--- config.mk ---
export PLATFORM = sky130hd
export DESIGN_NAME = stepper_top
export DESIGN_NICKNAME = d
export VERILOG_FILES = /design/src/hdl/stepper_pkg.sv /design/src/hdl/chopper_timers.sv /design/src/hdl/microstep_sequencer.sv /design/src/hdl/microstepper_control.sv /design/src/hdl/stepper_config.sv /design/src/hdl/stepper_top.sv
export SDC_FILE = /design/constraint.sdc
export NUM_CORES = 1
export LEC_CHECK = 0
export ABC_AREA = 1
export CAP_MARGIN = 10
export CORE_MARGIN = 4
export CORE_UTILIZATION = 52
export CTS_BUF_LIST = sky130_fd_sc_hd__clkbuf_16
export CTS_CLUSTER_SIZE = 28
export DETAILED_ROUTE_END_ITERATION = 10
export DONT_BUFFER_PORTS = 1
export GPL_TIMING_DRIVEN = 0
export PLACE_DENSITY = 0.68
export SLEW_MARGIN = 0
export SYNTH_ARGS = -nofsm -noshare
export SYNTH_HDL_FRONTEND = slang
export SYNTH_SLANG_ARGS = --single-unit
export TNS_END_PERCENT = 100
--- constraint.sdc ---
create_clock -name clk -period 4.4 [get_ports clk]
set_clock_uncertainty 0.05 [all_clocks]
set_input_delay 0.66 -clock clk [delete_from_list [all_inputs] [get_ports clk]]
set_output_delay 0.66 -clock clk [all_outputs]
set_load 0.01 [all_outputs]
--- src/hdl/stepper_pkg.sv ---
package stepper_pkg;

  // Microstep phase, top two bits select the electrical quadrant
  typedef logic [7:0] phase_t;

  // Off-timer count and fast-decay threshold
  typedef logic [9:0] off_time_t;

  // Blank and minimum-on counts
  typedef logic [7:0] short_time_t;

  // Configuration register map
  typedef enum logic [1:0] {
    REG_FASTDECAY   = 2'd0,
    REG_OFFTIME     = 2'd1,
    REG_BLANK_MINON = 2'd2,
    REG_CONTROL     = 2'd3
  } cfg_addr_e;

  typedef struct packed {
    off_time_t   fastdecay_threshold;
    off_time_t   off_time;
    short_time_t blank_time;
    short_time_t minon_time;
    logic        invert_highside;
    logic        invert_lowside;
  } stepper_cfg_t;

  // s1/s2 drive bridge A, s3/s4 drive bridge B
  typedef struct packed {
    logic s1;
    logic s2;
    logic s3;
    logic s4;
  } coil_polarity_t;

  typedef struct packed {
    off_time_t   off_timer;
    short_time_t blank_timer;
    short_time_t minon_timer;
  } bridge_timers_t;

  typedef struct packed {
    logic a1_h;
    logic a2_h;
    logic b1_h;
    logic b2_h;
    logic a1_l;
    logic a2_l;
    logic b1_l;
    logic b2_l;
  } gate_drive_t;

endpackage

--- src/hdl/chopper_timers.sv ---
module chopper_timers
  import stepper_pkg::*;
(
  input  logic                 clk,
  input  logic                 resetn,
  input  logic                 enable_r,
  input  stepper_cfg_t         cfg,
  input  logic [1:0]           offtimer_start,
  input  logic [1:0]           coil_change,
  output bridge_timers_t [1:0] timers
);

  logic enable_d;
  logic enable_rise;

  // Blanking also restarts when the bridges come out of disable
  always_ff @(posedge clk) begin
    if (!resetn) begin
      enable_d <= 1'b0;
    end else begin
      enable_d <= enable_r;
    end
  end

  assign enable_rise = enable_r && !enable_d;

  for (genvar b = 0; b < 2; b++) begin : g_bridge
    bridge_timers_t t;

    always_ff @(posedge clk) begin
      if (!resetn || !enable_r) begin
        t <= '0;
      end else begin
        // Off time runs from the peak-current trip
        if (offtimer_start[b]) begin
          t.off_timer <= cfg.off_time;
        end else if (t.off_timer != '0) begin
          t.off_timer <= t.off_timer - off_time_t'(1);
        end

        // Minimum on time starts as the off time expires
        if (t.off_timer == off_time_t'(1)) begin
          t.minon_timer <= cfg.minon_time;
        end else if (t.minon_timer != '0) begin
          t.minon_timer <= t.minon_timer - short_time_t'(1);
        end

        // Masks the comparator after a coil current reversal
        if (coil_change[b] || enable_rise) begin
          t.blank_timer <= cfg.blank_time;
        end else if (t.blank_timer != '0) begin
          t.blank_timer <= t.blank_timer - short_time_t'(1);
        end
      end
    end

    assign timers[b] = t;

    // Start decision comes from the control block
    a_no_reload: assert property (
      @(posedge clk) disable iff (!resetn)
      (enable_r && offtimer_start[b]) |-> (t.off_timer == '0)
    );
  end

endmodule

--- src/hdl/microstep_sequencer.sv ---
module microstep_sequencer
  import stepper_pkg::*;
(
  input  logic           clk,
  input  logic           resetn,
  input  logic           step,
  input  logic           dir,
  output phase_t         phase_ct,
  output coil_polarity_t polarity,
  output logic [1:0]     coil_change
);

  // Two sync stages plus one edge-detect stage for step
  logic [2:0]     step_r;
  logic [1:0]     dir_r;
  logic           step_rising;
  phase_t         phase_q;
  logic [1:0]     quadrant;
  coil_polarity_t polarity_d;

  always_ff @(posedge clk) begin
    if (!resetn) begin
      step_r <= '0;
      dir_r  <= '0;
    end else begin
      step_r <= {step_r[1:0], step};
      dir_r  <= {dir_r[0], dir};
    end
  end

  assign step_rising = step_r[1] && !step_r[2];

  always_ff @(posedge clk) begin
    if (!resetn) begin
      phase_q <= '0;
    end else if (step_rising) begin
      phase_q <= dir_r[1] ? phase_q + phase_t'(1) : phase_q - phase_t'(1);
    end
  end

  assign phase_ct = phase_q;
  assign quadrant = phase_q[7:6];

  // Bridge A is positive in quadrants 0 and 3, bridge B in 0 and 1
  always_comb begin
    polarity.s1 = (quadrant == 2'd0) || (quadrant == 2'd3);
    polarity.s2 = !polarity.s1;
    polarity.s3 = (quadrant == 2'd0) || (quadrant == 2'd1);
    polarity.s4 = !polarity.s3;
  end

  // Previous polarity, reset to the quadrant 0 pattern
  always_ff @(posedge clk) begin
    if (!resetn) begin
      polarity_d <= 4'b1010;
    end else begin
      polarity_d <= polarity;
    end
  end

  assign coil_change[0] = {polarity.s1, polarity.s2} != {polarity_d.s1, polarity_d.s2};
  assign coil_change[1] = {polarity.s3, polarity.s4} != {polarity_d.s3, polarity_d.s4};

  a_phase_single_step: assert property (
    @(posedge clk) disable iff (!resetn)
    (phase_ct != $past(phase_ct)) |->
      (phase_ct == phase_t'($past(phase_ct) + phase_t'(1)) ||
       phase_ct == phase_t'($past(phase_ct) - phase_t'(1)))
  );

endmodule

--- src/hdl/microstepper_control.sv ---
module microstepper_control
  import stepper_pkg::*;
(
  input  logic                 clk,
  input  logic                 resetn,
  input  logic                 enable,
  input  stepper_cfg_t         cfg,
  input  coil_polarity_t       polarity,
  input  bridge_timers_t [1:0] timers,
  input  logic [1:0]           analog_cmp,
  output logic                 enable_r,
  output logic [1:0]           offtimer_start,
  output gate_drive_t          gates,
  output logic                 faultn
);

  logic [1:0] fast_decay;
  logic [1:0] slow_decay;
  logic [1:0] fault_set;
  // Legs in gate order a1, a2, b1, b2
  logic [3:0] pol_vec;
  logic [3:0] fast_vec;
  logic [3:0] slow_vec;
  logic [3:0] drive_pol;
  logic [3:0] high_pre;
  logic [3:0] low_pre;
  logic [3:0] high_out;
  logic [3:0] low_out;

  always_ff @(posedge clk) begin
    if (!resetn) begin
      enable_r <= 1'b0;
    end else begin
      enable_r <= enable;
    end
  end

  for (genvar b = 0; b < 2; b++) begin : g_bridge
    // Early part of the off time decays fast, the rest slow
    assign fast_decay[b] = (timers[b].off_timer != '0) &&
                           (timers[b].off_timer >= cfg.fastdecay_threshold);
    assign slow_decay[b] = (timers[b].off_timer != '0) &&
                           (timers[b].off_timer < cfg.fastdecay_threshold);

    // Peak current reached outside blanking and off time
    assign offtimer_start[b] = analog_cmp[b] && (timers[b].blank_timer == '0) &&
                               (timers[b].off_timer == '0);

    // Off time running while minimum on is still pending
    assign fault_set[b] = enable_r && (timers[b].off_timer != '0) &&
                          (timers[b].minon_timer != '0);
  end

  // Latched until reset
  always_ff @(posedge clk) begin
    if (!resetn) begin
      faultn <= 1'b1;
    end else if (fault_set != 2'b00) begin
      faultn <= 1'b0;
    end
  end

  assign pol_vec  = {polarity.s1, polarity.s2, polarity.s3, polarity.s4};
  assign fast_vec = {fast_decay[0], fast_decay[0], fast_decay[1], fast_decay[1]};
  assign slow_vec = {slow_decay[0], slow_decay[0], slow_decay[1], slow_decay[1]};

  // Fast decay reverses the bridge
  assign drive_pol = pol_vec ^ fast_vec;

  // Slow decay recirculates through the low sides
  assign high_pre = ~slow_vec & drive_pol;
  assign low_pre  = slow_vec | ~drive_pol;

  // Disabled bridges short the coil low, a fault only drops the high sides
  assign high_out = high_pre & {4{faultn && enable_r}};
  assign low_out  = low_pre | {4{!enable_r}};

  assign gates = {high_out ^ {4{cfg.invert_highside}},
                  low_out ^ {4{cfg.invert_lowside}}};

  // Every leg is always driven one way or the other
  a_no_float: assert property (
    @(posedge clk) disable iff (!resetn)
    (high_pre | low_pre) == 4'hf
  );

endmodule

--- src/hdl/stepper_config.sv ---
module stepper_config
  import stepper_pkg::*;
#(
  parameter int CFG_DATA_W = 16
) (
  input  logic                  clk,
  input  logic                  resetn,
  input  logic                  cfg_wr,
  input  cfg_addr_e             cfg_addr,
  input  logic [CFG_DATA_W-1:0] cfg_wdata,
  output stepper_cfg_t          cfg
);

  // Power-on defaults
  localparam off_time_t   DEF_THRESHOLD = 10'd706;
  localparam off_time_t   DEF_OFF_TIME  = 10'd1000;
  localparam short_time_t DEF_BLANK     = 8'd20;
  localparam short_time_t DEF_MINON     = 8'd40;

  stepper_cfg_t cfg_q;

  always_ff @(posedge clk) begin
    if (!resetn) begin
      cfg_q.fastdecay_threshold <= DEF_THRESHOLD;
      cfg_q.off_time            <= DEF_OFF_TIME;
      cfg_q.blank_time          <= DEF_BLANK;
      cfg_q.minon_time          <= DEF_MINON;
      cfg_q.invert_highside     <= 1'b0;
      cfg_q.invert_lowside      <= 1'b0;
    end else if (cfg_wr) begin
      case (cfg_addr)
        REG_FASTDECAY: begin
          cfg_q.fastdecay_threshold <= off_time_t'(cfg_wdata);
        end
        REG_OFFTIME: begin
          cfg_q.off_time <= off_time_t'(cfg_wdata);
        end
        REG_BLANK_MINON: begin
          // Low byte is blank, high byte is minimum-on
          cfg_q.blank_time <= short_time_t'(cfg_wdata);
          cfg_q.minon_time <= short_time_t'(cfg_wdata >> 8);
        end
        REG_CONTROL: begin
          cfg_q.invert_highside <= cfg_wdata[0];
          cfg_q.invert_lowside  <= cfg_wdata[1];
        end
        default: begin
          cfg_q <= cfg_q;
        end
      endcase
    end
  end

  assign cfg = cfg_q;

  // A write must always target a defined register
  a_addr_known: assert property (
    @(posedge clk) disable iff (!resetn)
    cfg_wr |-> !$isunknown(cfg_addr)
  );

endmodule

--- src/hdl/stepper_top.sv ---
module stepper_top
  import stepper_pkg::*;
#(
  parameter int CFG_DATA_W = 16
) (
  input  logic                  clk,
  input  logic                  resetn,
  input  logic                  cfg_wr,
  input  cfg_addr_e             cfg_addr,
  input  logic [CFG_DATA_W-1:0] cfg_wdata,
  input  logic                  step,
  input  logic                  dir,
  input  logic                  enable,
  input  logic [1:0]            analog_cmp,
  output gate_drive_t           gates,
  output logic                  faultn,
  output phase_t                phase_ct
);

  stepper_cfg_t         cfg;
  coil_polarity_t       polarity;
  logic [1:0]           coil_change;
  logic [1:0]           offtimer_start;
  bridge_timers_t [1:0] timers;
  logic                 enable_r;

  stepper_config #(
    .CFG_DATA_W (CFG_DATA_W)
  ) u_config (
    .clk       (clk),
    .resetn    (resetn),
    .cfg_wr    (cfg_wr),
    .cfg_addr  (cfg_addr),
    .cfg_wdata (cfg_wdata),
    .cfg       (cfg)
  );

  microstep_sequencer u_sequencer (
    .clk         (clk),
    .resetn      (resetn),
    .step        (step),
    .dir         (dir),
    .phase_ct    (phase_ct),
    .polarity    (polarity),
    .coil_change (coil_change)
  );

  chopper_timers u_timers (
    .clk            (clk),
    .resetn         (resetn),
    .enable_r       (enable_r),
    .cfg            (cfg),
    .offtimer_start (offtimer_start),
    .coil_change    (coil_change),
    .timers         (timers)
  );

  microstepper_control u_control (
    .clk            (clk),
    .resetn         (resetn),
    .enable         (enable),
    .cfg            (cfg),
    .polarity       (polarity),
    .timers         (timers),
    .analog_cmp     (analog_cmp),
    .enable_r       (enable_r),
    .offtimer_start (offtimer_start),
    .gates          (gates),
    .faultn         (faultn)
  );

endmodule

Yosys cells after proc, flatten, opt, wreduce, memory -nomap -nowiden
Index checks and enable logic that the tools add are counted.
{"block": "classes", "order_cmp": 4, "n_reduce_logical": 49, "add_sub_neg": 8, "bitwise_logic": 9, "eq_ne": 9, "n_mux": 13}
{"operator": "$mux W8", "count": 9}
{"operator": "$mux W10", "count": 4}
{"operator": "$sub A8 B1 Y8 const B", "count": 5}
{"operator": "$reduce_bool A8 Y1", "count": 4}
{"operator": "$eq A10 B1 Y1 const B", "count": 2}
{"operator": "$ge A10 B10 Y1", "count": 2}
{"operator": "$logic_not A10 Y1", "count": 2}
{"operator": "$lt A10 B10 Y1", "count": 2}
{"operator": "$reduce_bool A10 Y1", "count": 2}
{"operator": "$sub A10 B1 Y10 const B", "count": 2}
{"operator": "$logic_not A8 Y1", "count": 2}
{"operator": "$logic_and A1 B1 Y1", "count": 15}
{"operator": "$reduce_bool A2 Y1", "count": 7}
{"operator": "$xor A4 B4 Y4", "count": 3}
{"operator": "$add A8 B1 Y8 const B", "count": 1}
{"operator": "$and A4 B4 Y4", "count": 2}
{"operator": "$not A4 Y4", "count": 2}
{"operator": "$or A4 B4 Y4", "count": 2}
{"operator": "$reduce_and A2 Y1", "count": 4}
{"operator": "$eq A2 B2 Y1 const B", "count": 3}
{"operator": "$logic_not A1 Y1", "count": 6}
{"operator": "$logic_or A1 B1 Y1", "count": 5}
{"operator": "$eq A2 B1 Y1 const B", "count": 2}
{"operator": "$logic_not A2 Y1", "count": 2}
{"operator": "$ne A2 B2 Y1", "count": 2}
{"block": "word_totals", "ff_bits": 110, "in_bits": 26}

Logic depth before layout (Yosys ltp)
Gate-level depths: netlist of the first run.
{"block": "depth", "depth_word": 8, "ltp_mapped": 13}

Hierarchy
A second synthesis of the first run with hierarchy kept.
{"block": "unflattened", "hier_cells": 1051, "area_unflattened_um2": 6991.7}
{"mod": "chopper_timers", "cells_each": 519, "instances": 1, "area_each_um2": 3384.5}
{"mod": "stepper_config", "cells_each": 220, "instances": 1, "area_each_um2": 1616.6}
{"mod": "microstepper_control", "cells_each": 177, "instances": 1, "area_each_um2": 1029.7}
{"mod": "microstep_sequencer", "cells_each": 135, "instances": 1, "area_each_um2": 960.9}

Worst setup path before layout of the first run
No wires, ideal clock.
{"block": "synth_timing", "path_type": "flip-flop to output port", "from": "reg u_timers.g_bridge[1].t (netlist bit u_timers.timers[42])", "to": "out gates[4] (netlist name)", "arrival_ps": 1562, "path_stages_with_launch": 11, "path_buffers": 0, "path_slack_ps": 2128, "path_cell_list": "dfxtp_1 inv_1 ha_1 nand3_1 nor3_4 inv_4 nand2_1 nand2_1 nand2_1 nand4_1 nand2_1"}
{"element": "from (decl)", "line_no": "chopper_timers.sv:28", "source": "bridge_timers_t t;"}
{"element": "to (decl)", "line_no": "stepper_top.sv:15", "source": "output gate_drive_t gates,"}

==> summary.md, run 1 <==
| Metric | Value |
|---|---|
| Outcome | finished, final reports clean |
| CP peak stage delay | 0.37 ns |
| Final Hold Fails | 0 |
| Gate Count Post-Synth | 839 |
| Worst-path fanout max | 10 |
| Delay-heaviest family, CP | simple AND/OR/NAND/NOR gates |
| Req. time, crit path | 3.69 ns |
| Leak | 2.98 nW |
| Tcrit/Tclk final | 68.5% |
| CP Class | flip-flop to output pin |
| Placed cells | 979 |
| Crit-path most repeated cell | nand2_1 |
| Critical Path AT | 2.30 ns |
| Crit path cell chain | inv_1 > ha_1 > nand3_1 > nor3_4 > inv_4 > nand2_1 > nand2_1 > nand2_1 > nand4_1 > nand2_1 |
| Synth cell count leaders | nand2_1, dfxtp_1, inv_1, nor2_1, a21oi_1 |
| Fmax | 332 MHz |
| Top FF cell, synth | dfxtp_1 |
| Seq/Total Area, Yosys | 37.2% |
| Max cap viols | 0 |
| Post-Syn Area | 5920 sq um |
| Die Ht | 115 microns |
| Final net count | 913 |
| DRC | 0 |
| Vias in the first global route | 5,137 |
| Total grt overflow | 0 |
| Drt first pass iters | 5 |
| Final WS setup | 1.39 ns |
| Async set-reset flop share out of synthesis | 0% |
| DIE AREA | 13,100 sq um |
| Slew Limit Fails | 0 |
| Routability Congestion | 0.896 |
| First-pass GRT wire length | 25,100 microns |
| Final setup violation count | 0 |
| Routed WL per cell | 15.5 microns |
| Final min period | 3.01 ns |
| Fin Setup TNS | 0 ns |
| Hold-fix buffer count after cts | 0 |
| Layout cells sized above 1 | 4.91% |
| Largest net degree at the start of global routing | 18 |
| Mapped Avg Cell Area | 7.05 sq um |
| HP Class | primary input to flip-flop |
| Vias | 5,345 |
| Dpl cell area | 6090 sq um |
| Cell Rows | 38 |
| H-tree levels | 3 |
| Reg clk slew, reported paths | 0.07 ns |
| Tightest Pin Transition | 0.701 ns |
| Total power | 2.88 mW |
| Synth cell types | 42 |
| Io pins | 43 |
| CP bufs+invs | 2 |
| CTS tree | built |
| Number of synthesized flops with an enable pin | 0 |
| Hold path depth | 2 |
| Port Buf Inserts | 0 |
| Post_cts resized | 0 |
| RSZ-0062 raised after global routing | no |
| Hold_sp | enable |
| Slowest cell on crit path | nor3_4 |
| Power per standard cell area | 450 nW/um^2 |
| Clk_lat worst skew | 0.36 ns |
| Initial antenna violation count | 0 |
| Detailed placer's ending HPWL | 12,100 microns |
| Die Span X | 115 microns |
| Clk buf depth | 2 |
| Post-DRT Antenna Nets | 0 |
| Post-synth net total | 902 |
| Hold Path Sink | u_control.enable_r |
| Vias per cell | 5.37 |
| Final wirelength | 15,400 microns |
| Area delta synth->final | 8.29% |
| Root Driver | clkbuf_16 |
| R2R depth | 8 |
| Core area | 11,000 sq um |
| Peak VDD IR | 0.315 mV |
| Crit end category | output pin |
| Initial DRC count | 465 |
| Synth warnings | 0 |
| Pre-CTS WS | 1.78 ns |
| Finished Cell Area | 6410 sq um |
| Total CTS buffers | 9 |
| Most frequent cell after synthesis | nand2_1 |
| Starting Density | 53.9% |
| RR Endpoint | u_timers.timers[11] |
| Post-CTS setup buffers | 0 |
| Fin cells | 995 |
| Relative slew slack | 53.1% |
| Reg2reg start | u_sequencer.phase_ct[6] |
| Total GRT Usage | 24.4% |
| Ranking of synthesized cells by area | dfxtp_1, nand2_1, ha_1 |
| N_diodes | 0 |
| Register bit total from synthesis | 110 |
| Synth top area share | 37.2% |
| R2R setup slack | 2.14 ns |
| Worst setup SP type | flip-flop |
| Largest area contributor in the netlist | dfxtp_1 |
| CTS sink count | 110 |
layout by cell type, fill, tap and decap left out, drive strengths merged:
cell type,n
ha,36
a211oi,2
o31ai,2
buf,6
nor4,4
o22ai,1
a311oi,1
a21o,1
nand3,39
fa,1
xnor2,18
a21oi,53
inv,116
o211ai,8
dfxtp,110
nor3,12
nand4,26
xor2,16
o21ai,52
a22oi,3
a221oi,1
nor2,100
o221ai,1
nand2,212
a31oi,6
clkinv,7
clkbuf,18
or2,1
bufinv,2
worst reg2reg max path, stage by stage, from the launching register on:
cell and delay (ns):
dfxtp_1 0.44, inv_1 0.09, ha_1 0.38, inv_1 0.11, o21ai_0 0.10, nand3_2 0.24, nor2_1 0.45, o21ai_0 0.16
a21oi_1 0.17
cell families (layout without fill, tap and decap cells):
kind of cell	Yosys count	count (layout)	share of synthesized area, %
xor gates and xnor gates	34	34	5.03
and+or+nand+nor	394	394	29.2
buffers and inverters	133	149	8.54
DFF	110	110	37.2
AOI/OAI and AO/OA	131	131	12.1
adders and majority gates	37	37	7.95
metrics by stage:
stage                     util, %  hold slack, ns
after detailed placement     55.5           0.351
after global routing         58.3           0.358
after CTS                    58.3           0.350
final                        58.3           0.355
after floorplan                 -           0.340
after global placement       55.5           0.352
state kept, by name, indices dropped and copies added, names as in the netlist, 2 cells and up:
register and cells:
u_timers.timers 52, u_sequencer.step_r 3, u_sequencer.phase_ct 8, u_config.cfg 38, u_sequencer.dir_r 2, u_sequencer.polarity_d 4
how the worst max path moves through the flow:
stage	startpoint	endpoint	slack, ns	depth (start not counted)
floorplan	u_timers.timers[42]	gates[4]	2.13	10
global placement	u_timers.timers[42]	gates[0]	1.83	10
detailed placement	u_timers.timers[42]	gates[0]	1.78	10
CTS	u_timers.timers[42]	gates[4]	1.38	10
global route	u_config.cfg[37]	gates[5]	1.19	11
finish	u_timers.timers[42]	gates[4]	1.39	10
cell type report:
| type | instances | area, sq um |
|---|---|---|
| plain buffers | 15 | 58.8 |
| clock buffers | 9 | 225 |
| clock inverters | 7 | 90.1 |
| fillers | 1058 | 4580 |
| inverters | 118 | 447 |
| multi-input cells | 596 | 3210 |
| flip-flops and latches | 110 | 2200 |
| well taps | 140 | 175 |
report_power, final:
| group | leakage (nW) | internal (mW) | switching (mW) |
|---|---|---|---|
| clock network | 0.158 | 0.496 | 0.370 |
| logic | 1.93 | 0.304 | 0.588 |
| registers | 0.897 | 1.06 | 0.0644 |
| total | 2.98 | 1.86 | 1.02 |
metal layers:
layer,up-vias,share of wire [%],global-route usage [%]
li1,2736,-,-
met2,131,48,42.3
met4,0,2.4,8.00
met5,-,0,0
met3,22,5.9,6.55
met1,2456,44,29.2
Note: power is estimated with default switching activity, not from simulation.
==> run 2: changes to the inputs <==
--- a/config.mk
+++ b/config.mk
@@ -5,7 +5,7 @@
 export SDC_FILE = /design/constraint.sdc
 export NUM_CORES = 1
 export LEC_CHECK = 0
-export ABC_AREA = 1
+export ABC_AREA = 0
 export CAP_MARGIN = 10
 export CORE_MARGIN = 4
 export CORE_UTILIZATION = 52
==> constraint.sdc (replaced) <==
create_clock -name clk -period 3.1 [get_ports clk]
set_clock_uncertainty 0.05 [all_clocks]
set_input_delay 0.465 -clock clk [delete_from_list [all_inputs] [get_ports clk]]
set_output_delay 0.465 -clock clk [all_outputs]
set_load 0.01 [all_outputs]
==> run 2 against run 1 <==
Effect of this change: critical path depth is 3 lower; routed wire length is 8.6% higher; die area is 4.1% higher; clock-buffer cell count stayed put; via count is 3.2% higher; synthesized area is 4.4% higher; total power is 50% higher; worst hold slack worse by 0.17 ns; register-to-register slack worse by 1.6 ns; final area is 4.4% higher; sequential share of layout area is 1.4 points lower; largest power group unchanged; highest routed layer unchanged.
==> summary.md, run 2 <==
| Metric | Value |
|---|---|
| CTS sink count | 110 (unchanged) |
| Reg2reg start | u_sequencer.phase_ct[7] |
| Worst setup endpoint | gates[2] |
| Synth cell count leaders | nand2_1, dfxtp_1, nor2_1, a21oi_1, ha_1 |
| Relative slew slack | 47.7% (-5.4 points) |
| Area delta synth->final | 8.26% (about the same) |
| Outcome | finished, final reports clean |
| Top sig layer | met4 |
| Detailed placer's ending HPWL | 12,700 microns (+5.3%) |
| M1 WL | 7350 microns (+9.1%) |
| Total CTS buffers | 9 (unchanged) |
| Final wirelength | 16,700 microns (+8.6%) |
| Gate Count Post-Synth | 751 (-10%) |
| Number of synthesized flops with an enable pin | 0 (unchanged) |
| Ranking of synthesized cells by area | dfxtp_1, ha_1, nand2_1 |
| Register bit total from synthesis | 110 (unchanged) |
| CTS tree | built |
| Max cap viols | 0 (unchanged) |
| Tcrit/Tclk final | 94.8% |
| Async set-reset flop share out of synthesis | 0% (unchanged) |
| Layout cells sized above 1 | 7.58% (+2.7 points) |
| Slew Limit Fails | 0 (unchanged) |
| Critical Path AT | 2.42 ns (+0.12 ns) |
| Routability Congestion | 0.885 (-1.3%) |
| WL met2 | 7800 microns (+6.0%) |
| Hold-fix buffer count after cts | 0 (unchanged) |
| Worst setup SP type | flip-flop |
| Largest net degree at the start of global routing | 17 (-1) |
| Fmax | 340 MHz |
| Final Hold Fails | 0 (unchanged) |
| Synth top area share | 35.6% (-1.6 points) |
| Commonest cells after routing, fill and taps aside | nand2_1, dfxtp_1, nor2_1 |
| Vias | 5,515 (+3.2%) |
| Post-DRT Antenna Nets | 0 (unchanged) |
| Routed WL per cell | 18.4 microns (+19%) |
| CP peak stage delay | 0.39 ns (+0.02 ns) |
| Crit path cell chain | inv_1 > ha_1 > and4_1 > buf_4 > mux2i_1 > o221ai_1 > a311oi_2 |
| Hold slack final | 0.187 ns (-0.167 ns) |
| Power per standard cell area | 648 nW/um^2 (+44%) |
| Clk buf depth | 2 (unchanged) |
| Final net count | 824 (-9.7%) |
| Initial antenna violation count | 0 (unchanged) |
| Req. time, crit path | 2.58 ns (-1.11 ns) |
| Io pins | 43 (unchanged) |
| Final setup violation count | 0 (unchanged) |
| Fin Setup TNS | 0 ns (unchanged) |
| Mapped Avg Cell Area | 8.23 sq um (+17%) |
| First-pass GRT wire length | 26,900 microns (+7.0%) |
| Peak VDD IR | 0.447 mV (+42%) |
| Total grt overflow | 0 (unchanged) |
| R2R depth | 8 (unchanged) |
| Clk_lat worst skew | 0.35 ns (about the same) |
| Reg clk slew, reported paths | 0.07 ns (about the same) |
| Most frequent cell after synthesis | nand2_1 |
| Vias per cell | 6.07 (+13%) |
| Synth cell types | 74 (+76%) |
| RR Endpoint | u_timers.timers[15] |
| Top FF cell, synth | dfxtp_1 |
| Drt first pass iters | 5 (unchanged) |
| Largest area contributor in the netlist | dfxtp_1 |
| Seq/Total Area, Yosys | 35.6% (-1.6 points) |
| Cell Rows | 39 (+2.6%) |
| Total power | 4.33 mW (+50%) |
| Worst-path fanout max | 8 (-2) |
| Core Util, Final | 58.1% (-0.24 points) |
| Slowest cell on crit path | dfxtp_1 |
| DIE AREA | 13,700 sq um (+4.1%) |
| Delay-heaviest family, CP | compound AO/OA/AOI/OAI gates |
| Post-Syn Area | 6180 sq um (+4.4%) |
| Port Buf Inserts | 0 (unchanged) |
| N_diodes | 0 (unchanged) |
| Most common cell after layout, fill and taps aside | nand2_1 |
| Die Span X | 117 microns (+2.0%) |
| R2R setup slack | 0.53 ns (-1.61 ns) |
| DRC | 0 (unchanged) |
| Starting Density | 53.7% (-0.21 points) |
| Initial DRC count | 360 (-23%) |
| Stages on worst setup path | 7 (-3) |
| Core area | 11,500 sq um (+4.9%) |
| Met3 wire length | 1140 microns (+25%) |
| Crit path from | u_timers.timers[16] |
| Post-CTS setup buffers | 0 (unchanged) |
| H-tree levels | 3 (unchanged) |
| Die Ht | 117 microns (+2.0%) |
| Leak | 2.72 nW (-8.7%) |
| Final min period | 2.94 ns |
| Vias in the first global route | 5,388 (+4.9%) |
| CP bufs+invs | 2 (unchanged) |
| Tightest Pin Transition | 0.784 ns (+0.0829 ns) |
| Synth warnings | 0 (unchanged) |
| Crit end category | output pin |
| CP Class | flip-flop to output pin |
| Largest register FFs | 52 (unchanged) |
| Total GRT Usage | 25.4% (+1.1 points) |
| Root Driver | clkbuf_16 |
| Post-synth net total | 814 (-9.8%) |
| HP Class | primary input to flip-flop |
run 2: repair_timing:
action,in CTS,in global routing
pin swaps,0,1
resized for setup,1,7
cloned,0,0
setup endpoints to repair,1,6
run 2: per-stage QoR:
stage	worst slack, ns	cell area, sq um	std cells
global placement	0.396	6360	894
floorplan	0.718	6180	751
detailed placement	0.384	6360	894
global route	-0.0136	6690	908
CTS	0.0127	6670	909
finish	0.161	6690	908
run 2: layout make-up:
type / instances / area [sq um]
fillers: 1058 / 4830
multi-input cells: 572 / 3710
flip-flops and latches: 110 / 2200
clock buffers: 9 / 225
well taps: 143 / 179
plain buffers: 35 / 168
inverters: 33 / 124
clock inverters: 6 / 77.6
run 2: power breakdown:
part / switching (mW) / leakage (nW) / internal [mW]
clock network: 0.522 / 0.150 / 0.696
logic: 0.890 / 1.68 / 0.607
registers: 0.116 / 0.895 / 1.50
run 2: worst min-delay path by stage:
stage	endpoint	from	slack [ns]	cells past startpoint
floorplan	u_sequencer.dir_r[1]	u_sequencer.dir_r[0]	0.36	1
global placement	u_sequencer.step_r[1]	u_sequencer.step_r[0]	0.37	1
detailed placement	u_sequencer.step_r[1]	u_sequencer.step_r[0]	0.37	1
CTS	u_config.cfg[23]	cfg_wdata[5]	0.17	2
global route	u_control.enable_r	enable	0.18	1
finish	u_config.cfg[24]	cfg_wdata[6]	0.19	2
run 2: cell families (layout without fill, tap and decap cells):
group / count (synthesis) / in the layout / synth area share [%]
mux: 24 / 24 / 3.97
flops: 110 / 110 / 35.6
buf+inv: 69 / 83 / 4.78
simple gates: 321 / 321 / 26.4
compound gates: 166 / 166 / 18.2
xor+xnor: 24 / 24 / 3.40
fa+ha+maj: 37 / 37 / 7.61
run 2: routing by layer:
metal  up-vias  global-route usage, %
li1       2681                      -
met1      2624                   33.2
met2       186                   40.8
met3        24                   6.99
met4         0                   8.41
met5         -                      0
run 2: worst register-to-register path: stages (launching register included):
cell	delay, ns
dfxtp_1	0.41
inv_1	0.10
ha_1	0.32
clkbuf_1	0.40
nand3b_1	0.14
a21oi_1	0.49
buf_2	0.32
nor2_1	0.06
a211oi_1	0.20
==> run 3: changes to the inputs <==
--- a/config.mk
+++ b/config.mk
@@ -7,7 +7,6 @@
 export LEC_CHECK = 0
 export ABC_AREA = 0
 export CAP_MARGIN = 10
-export CORE_MARGIN = 4
 export CORE_UTILIZATION = 52
 export CTS_BUF_LIST = sky130_fd_sc_hd__clkbuf_16
 export CTS_CLUSTER_SIZE = 28
@@ -15,6 +14,7 @@
 export DONT_BUFFER_PORTS = 1
 export GPL_TIMING_DRIVEN = 0
 export PLACE_DENSITY = 0.68
+export RECOVER_POWER = 50
 export SLEW_MARGIN = 0
 export SYNTH_ARGS = -nofsm -noshare
 export SYNTH_HDL_FRONTEND = slang
==> run 3 against run 2 <==
Effect of this change: the flow now finishes with violations (DRC); final area fell by 0.90%; sequential power barely moved; total power down 3.8%; routed wire length shrank 2.3%; die area down 10%; clock-buffer cell count unchanged; critical path type unchanged; cell count increased by 0.11%; global-route usage increased by 1.5 points; register-to-register slack lost 0.15 ns; non-clock buffer count stayed put; core utilization fell by 0.52 points.
==> summary.md, run 3 (synthesized netlist as in run 2, its figures left out) <==
| Metric | Value |
|---|---|
| Fin Setup TNS | 0 ns (unchanged) |
| Worst setup endpoint | gates[0] |
| Final setup violation count | 0 (unchanged) |
| R2R depth | 8 (unchanged) |
| H-tree levels | 3 (unchanged) |
| Initial antenna violation count | 0 (unchanged) |
| Req. time, crit path | 2.58 ns (about the same) |
| Initial DRC count | 431 (+20%) |
| Post-CTS setup buffers | 0 (unchanged) |
| Max cap viols | 0 (unchanged) |
| Vias per cell | 6.01 (-1.0%) |
| Core area | 11,500 sq um (unchanged) |
| N_diodes | 0 (unchanged) |
| Violated checks | DRC |
| Routed WL per cell | 18.0 microns (-2.4%) |
| CP bufs+invs | 2 (unchanged) |
| Slowest cell on crit path | dfxtp_1 |
| CTS sink count | 110 (unchanged) |
| Port Buf Inserts | 0 (unchanged) |
| Tightest Pin Transition | 0.772 ns (-0.0118 ns) |
| Critical Path AT | 2.52 ns (+0.10 ns) |
| CP peak stage delay | 0.37 ns (-0.02 ns) |
| Largest net degree at the start of global routing | 17 (unchanged) |
| Io pins | 43 (unchanged) |
| Final Hold Fails | 0 (unchanged) |
| Clk buf depth | 2 (unchanged) |
| Leak | 2.69 nW (-1.2%) |
| Commonest cells after routing, fill and taps aside | nand2_1, dfxtp_1, nor2_1 |
| DIE AREA | 12,300 sq um (-10%) |
| Die Ht | 111 microns (-5.1%) |
| Multi-input gate area | 3700 sq um (-0.37%) |
| Power per standard cell area | 629 nW/um^2 (-3.0%) |
| Fmax | 329 MHz (-3.3%) |
| DRC | 6 (+6) |
| Delay-heaviest family, CP | simple AND/OR/NAND/NOR gates |
| Routability Congestion | 0.889 (+0.49%) |
| Hold-fix buffer count after cts | 0 (unchanged) |
| Cell Rows | 39 (unchanged) |
| Die Span X | 111 microns (-5.1%) |
| Relative slew slack | 48.5% (+0.79 points) |
| Total GRT Usage | 26.9% (+1.5 points) |
| Crit-path most repeated cell | nand3_1 |
| Total grt overflow | 0 (unchanged) |
| RR Endpoint | u_timers.timers[15] |
| Vias | 5,466 (-0.89%) |
| Slew Limit Fails | 0 (unchanged) |
| Crit end category | output pin |
| RSZ-0062 raised after global routing | yes |
| Largest register FFs | 52 (unchanged) |
| Vias in the first global route | 5,129 (-4.8%) |
| Reg2reg start | u_sequencer.phase_ct[6] |
| Hold slack final | 0.184 ns (-0.00334 ns) |
| Fillers | 1,066 (+0.76%) |
| Fin cells | 909 (+0.11%) |
| Reg area | 2200 sq um (about the same) |
| Peak VDD IR | 0.348 mV (-22%) |
| Starting Density | 53.7% (unchanged) |
| Detailed placer's ending HPWL | 12,300 microns (-2.9%) |
| Total power | 4.17 mW (-3.8%) |
| HP Class | primary input to flip-flop |
| Total CTS buffers | 9 (unchanged) |
| Crit path from | u_timers.timers[42] |
| Final net count | 824 (unchanged) |
| CTS tree | built |
| Drt first pass iters | 8 (+3) |
| Tcrit/Tclk final | 98.0% (+3.2 points) |
| R2R setup slack | 0.38 ns (-0.15 ns) |
| Final min period | 3.04 ns (+0.0999 ns) |
| Reg clk slew, reported paths | 0.07 ns (about the same) |
| Most common cell after layout, fill and taps aside | nand2_1 |
| Area delta synth->final | 7.29% |
| Root Driver | clkbuf_16 |
| Worst setup SP type | flip-flop |
| CP Class | flip-flop to output pin |
| Layout cells sized above 1 | 7.05% (-0.53 points) |
| Core Util, Final | 57.6% (-0.52 points) |
| Clk_lat worst skew | 0.35 ns (about the same) |
| Worst-path fanout max | 10 (+2) |
| Stages on worst setup path | 8 (+1) |
| Crit path cell chain | inv_1 > ha_1 > nor2b_2 > nand3_1 > clkbuf_1 > nand3_1 > o2111ai_1 > nor3_1 |
| First-pass GRT wire length | 25,900 microns (-3.8%) |
| Final wirelength | 16,300 microns (-2.3%) |
| Placed cells | 894 (unchanged) |
| Outcome | finished with violations |
| Post-DRT Antenna Nets | 0 (unchanged) |
==> run 3: cell count changes in the layout (fill, tap and decap cells not counted), sizes merged <==
cell / change
buf: -1
clkbuf: +1
inv: +1
bufinv: -2
clkinv: +2
==> run 3: worst min path at each step <==
stage	start	endpoint	slack (ns)	cells past startpoint
final	cfg_wdata[8]	u_config.cfg[26]	0.18	2
after global routing	dir	u_sequencer.dir_r[0]	0.18	1
after detailed placement	u_sequencer.step_r[0]	u_sequencer.step_r[1]	0.38	1
after global placement	u_sequencer.step_r[0]	u_sequencer.step_r[1]	0.37	1
after CTS	cfg_wdata[8]	u_config.cfg[26]	0.18	2
after floorplan	u_sequencer.dir_r[0]	u_sequencer.dir_r[1]	0.36	1
==> run 3: worst register-to-register path, delay by kind of cell, from the launching register on <==
| kind | cells | cell delay (ns) |
|---|---|---|
| compound gates | 2 | 0.71 |
| flops | 1 | 0.47 |
| buf+inv | 3 | 0.83 |
| simple gates | 2 | 0.20 |
| fa+ha+maj | 1 | 0.35 |
==> run 3: cell type report <==
class	instances	share of cell area [%]
sequential	110	33.2
multi-input combinational	572	55.8
tap	143	2.70
clock inverter	7	0.491
inverter	33	1.87
buffer	35	2.53
clock buffer	9	3.40
==> run 3: repair_timing <==
| action | CTS | global route |
|---|---|---|
| gates resized for setup | 0 | 6 |
| setup endpoints to repair | 0 | 6 |
| endpoints found under the hold margin | 0 | 0 |
==> run 3: routing by layer <==
layer | wire (microns) | up-vias | share of wire, % | track usage (%)
met5 | 0 | - | 0 | 0
met4 | 320 | 0 | 2.0 | 9.37
met3 | 1300 | 31 | 8.0 | 7.27
met2 | 7580 | 203 | 46 | 44.4
met1 | 7120 | 2548 | 44 | 33.8
li1 | - | 2684 | - | -
==> run 3: where the power goes <==
group          switching [mW]  internal (mW)
Combinational           0.894          0.602
Clock                   0.520          0.532
Sequential              0.115           1.50
Total                    1.53           2.64
==> run 3: metrics by stage <==
step	worst slack [ns]	cell area, sq um
6_report	0.0607	6630
4_1_cts	0.00124	6620
3_3_place_gp	0.427	6360
5_1_grt	-0.0533	6630
2_1_floorplan	0.718	6180
3_5_place_dp	0.401	6360
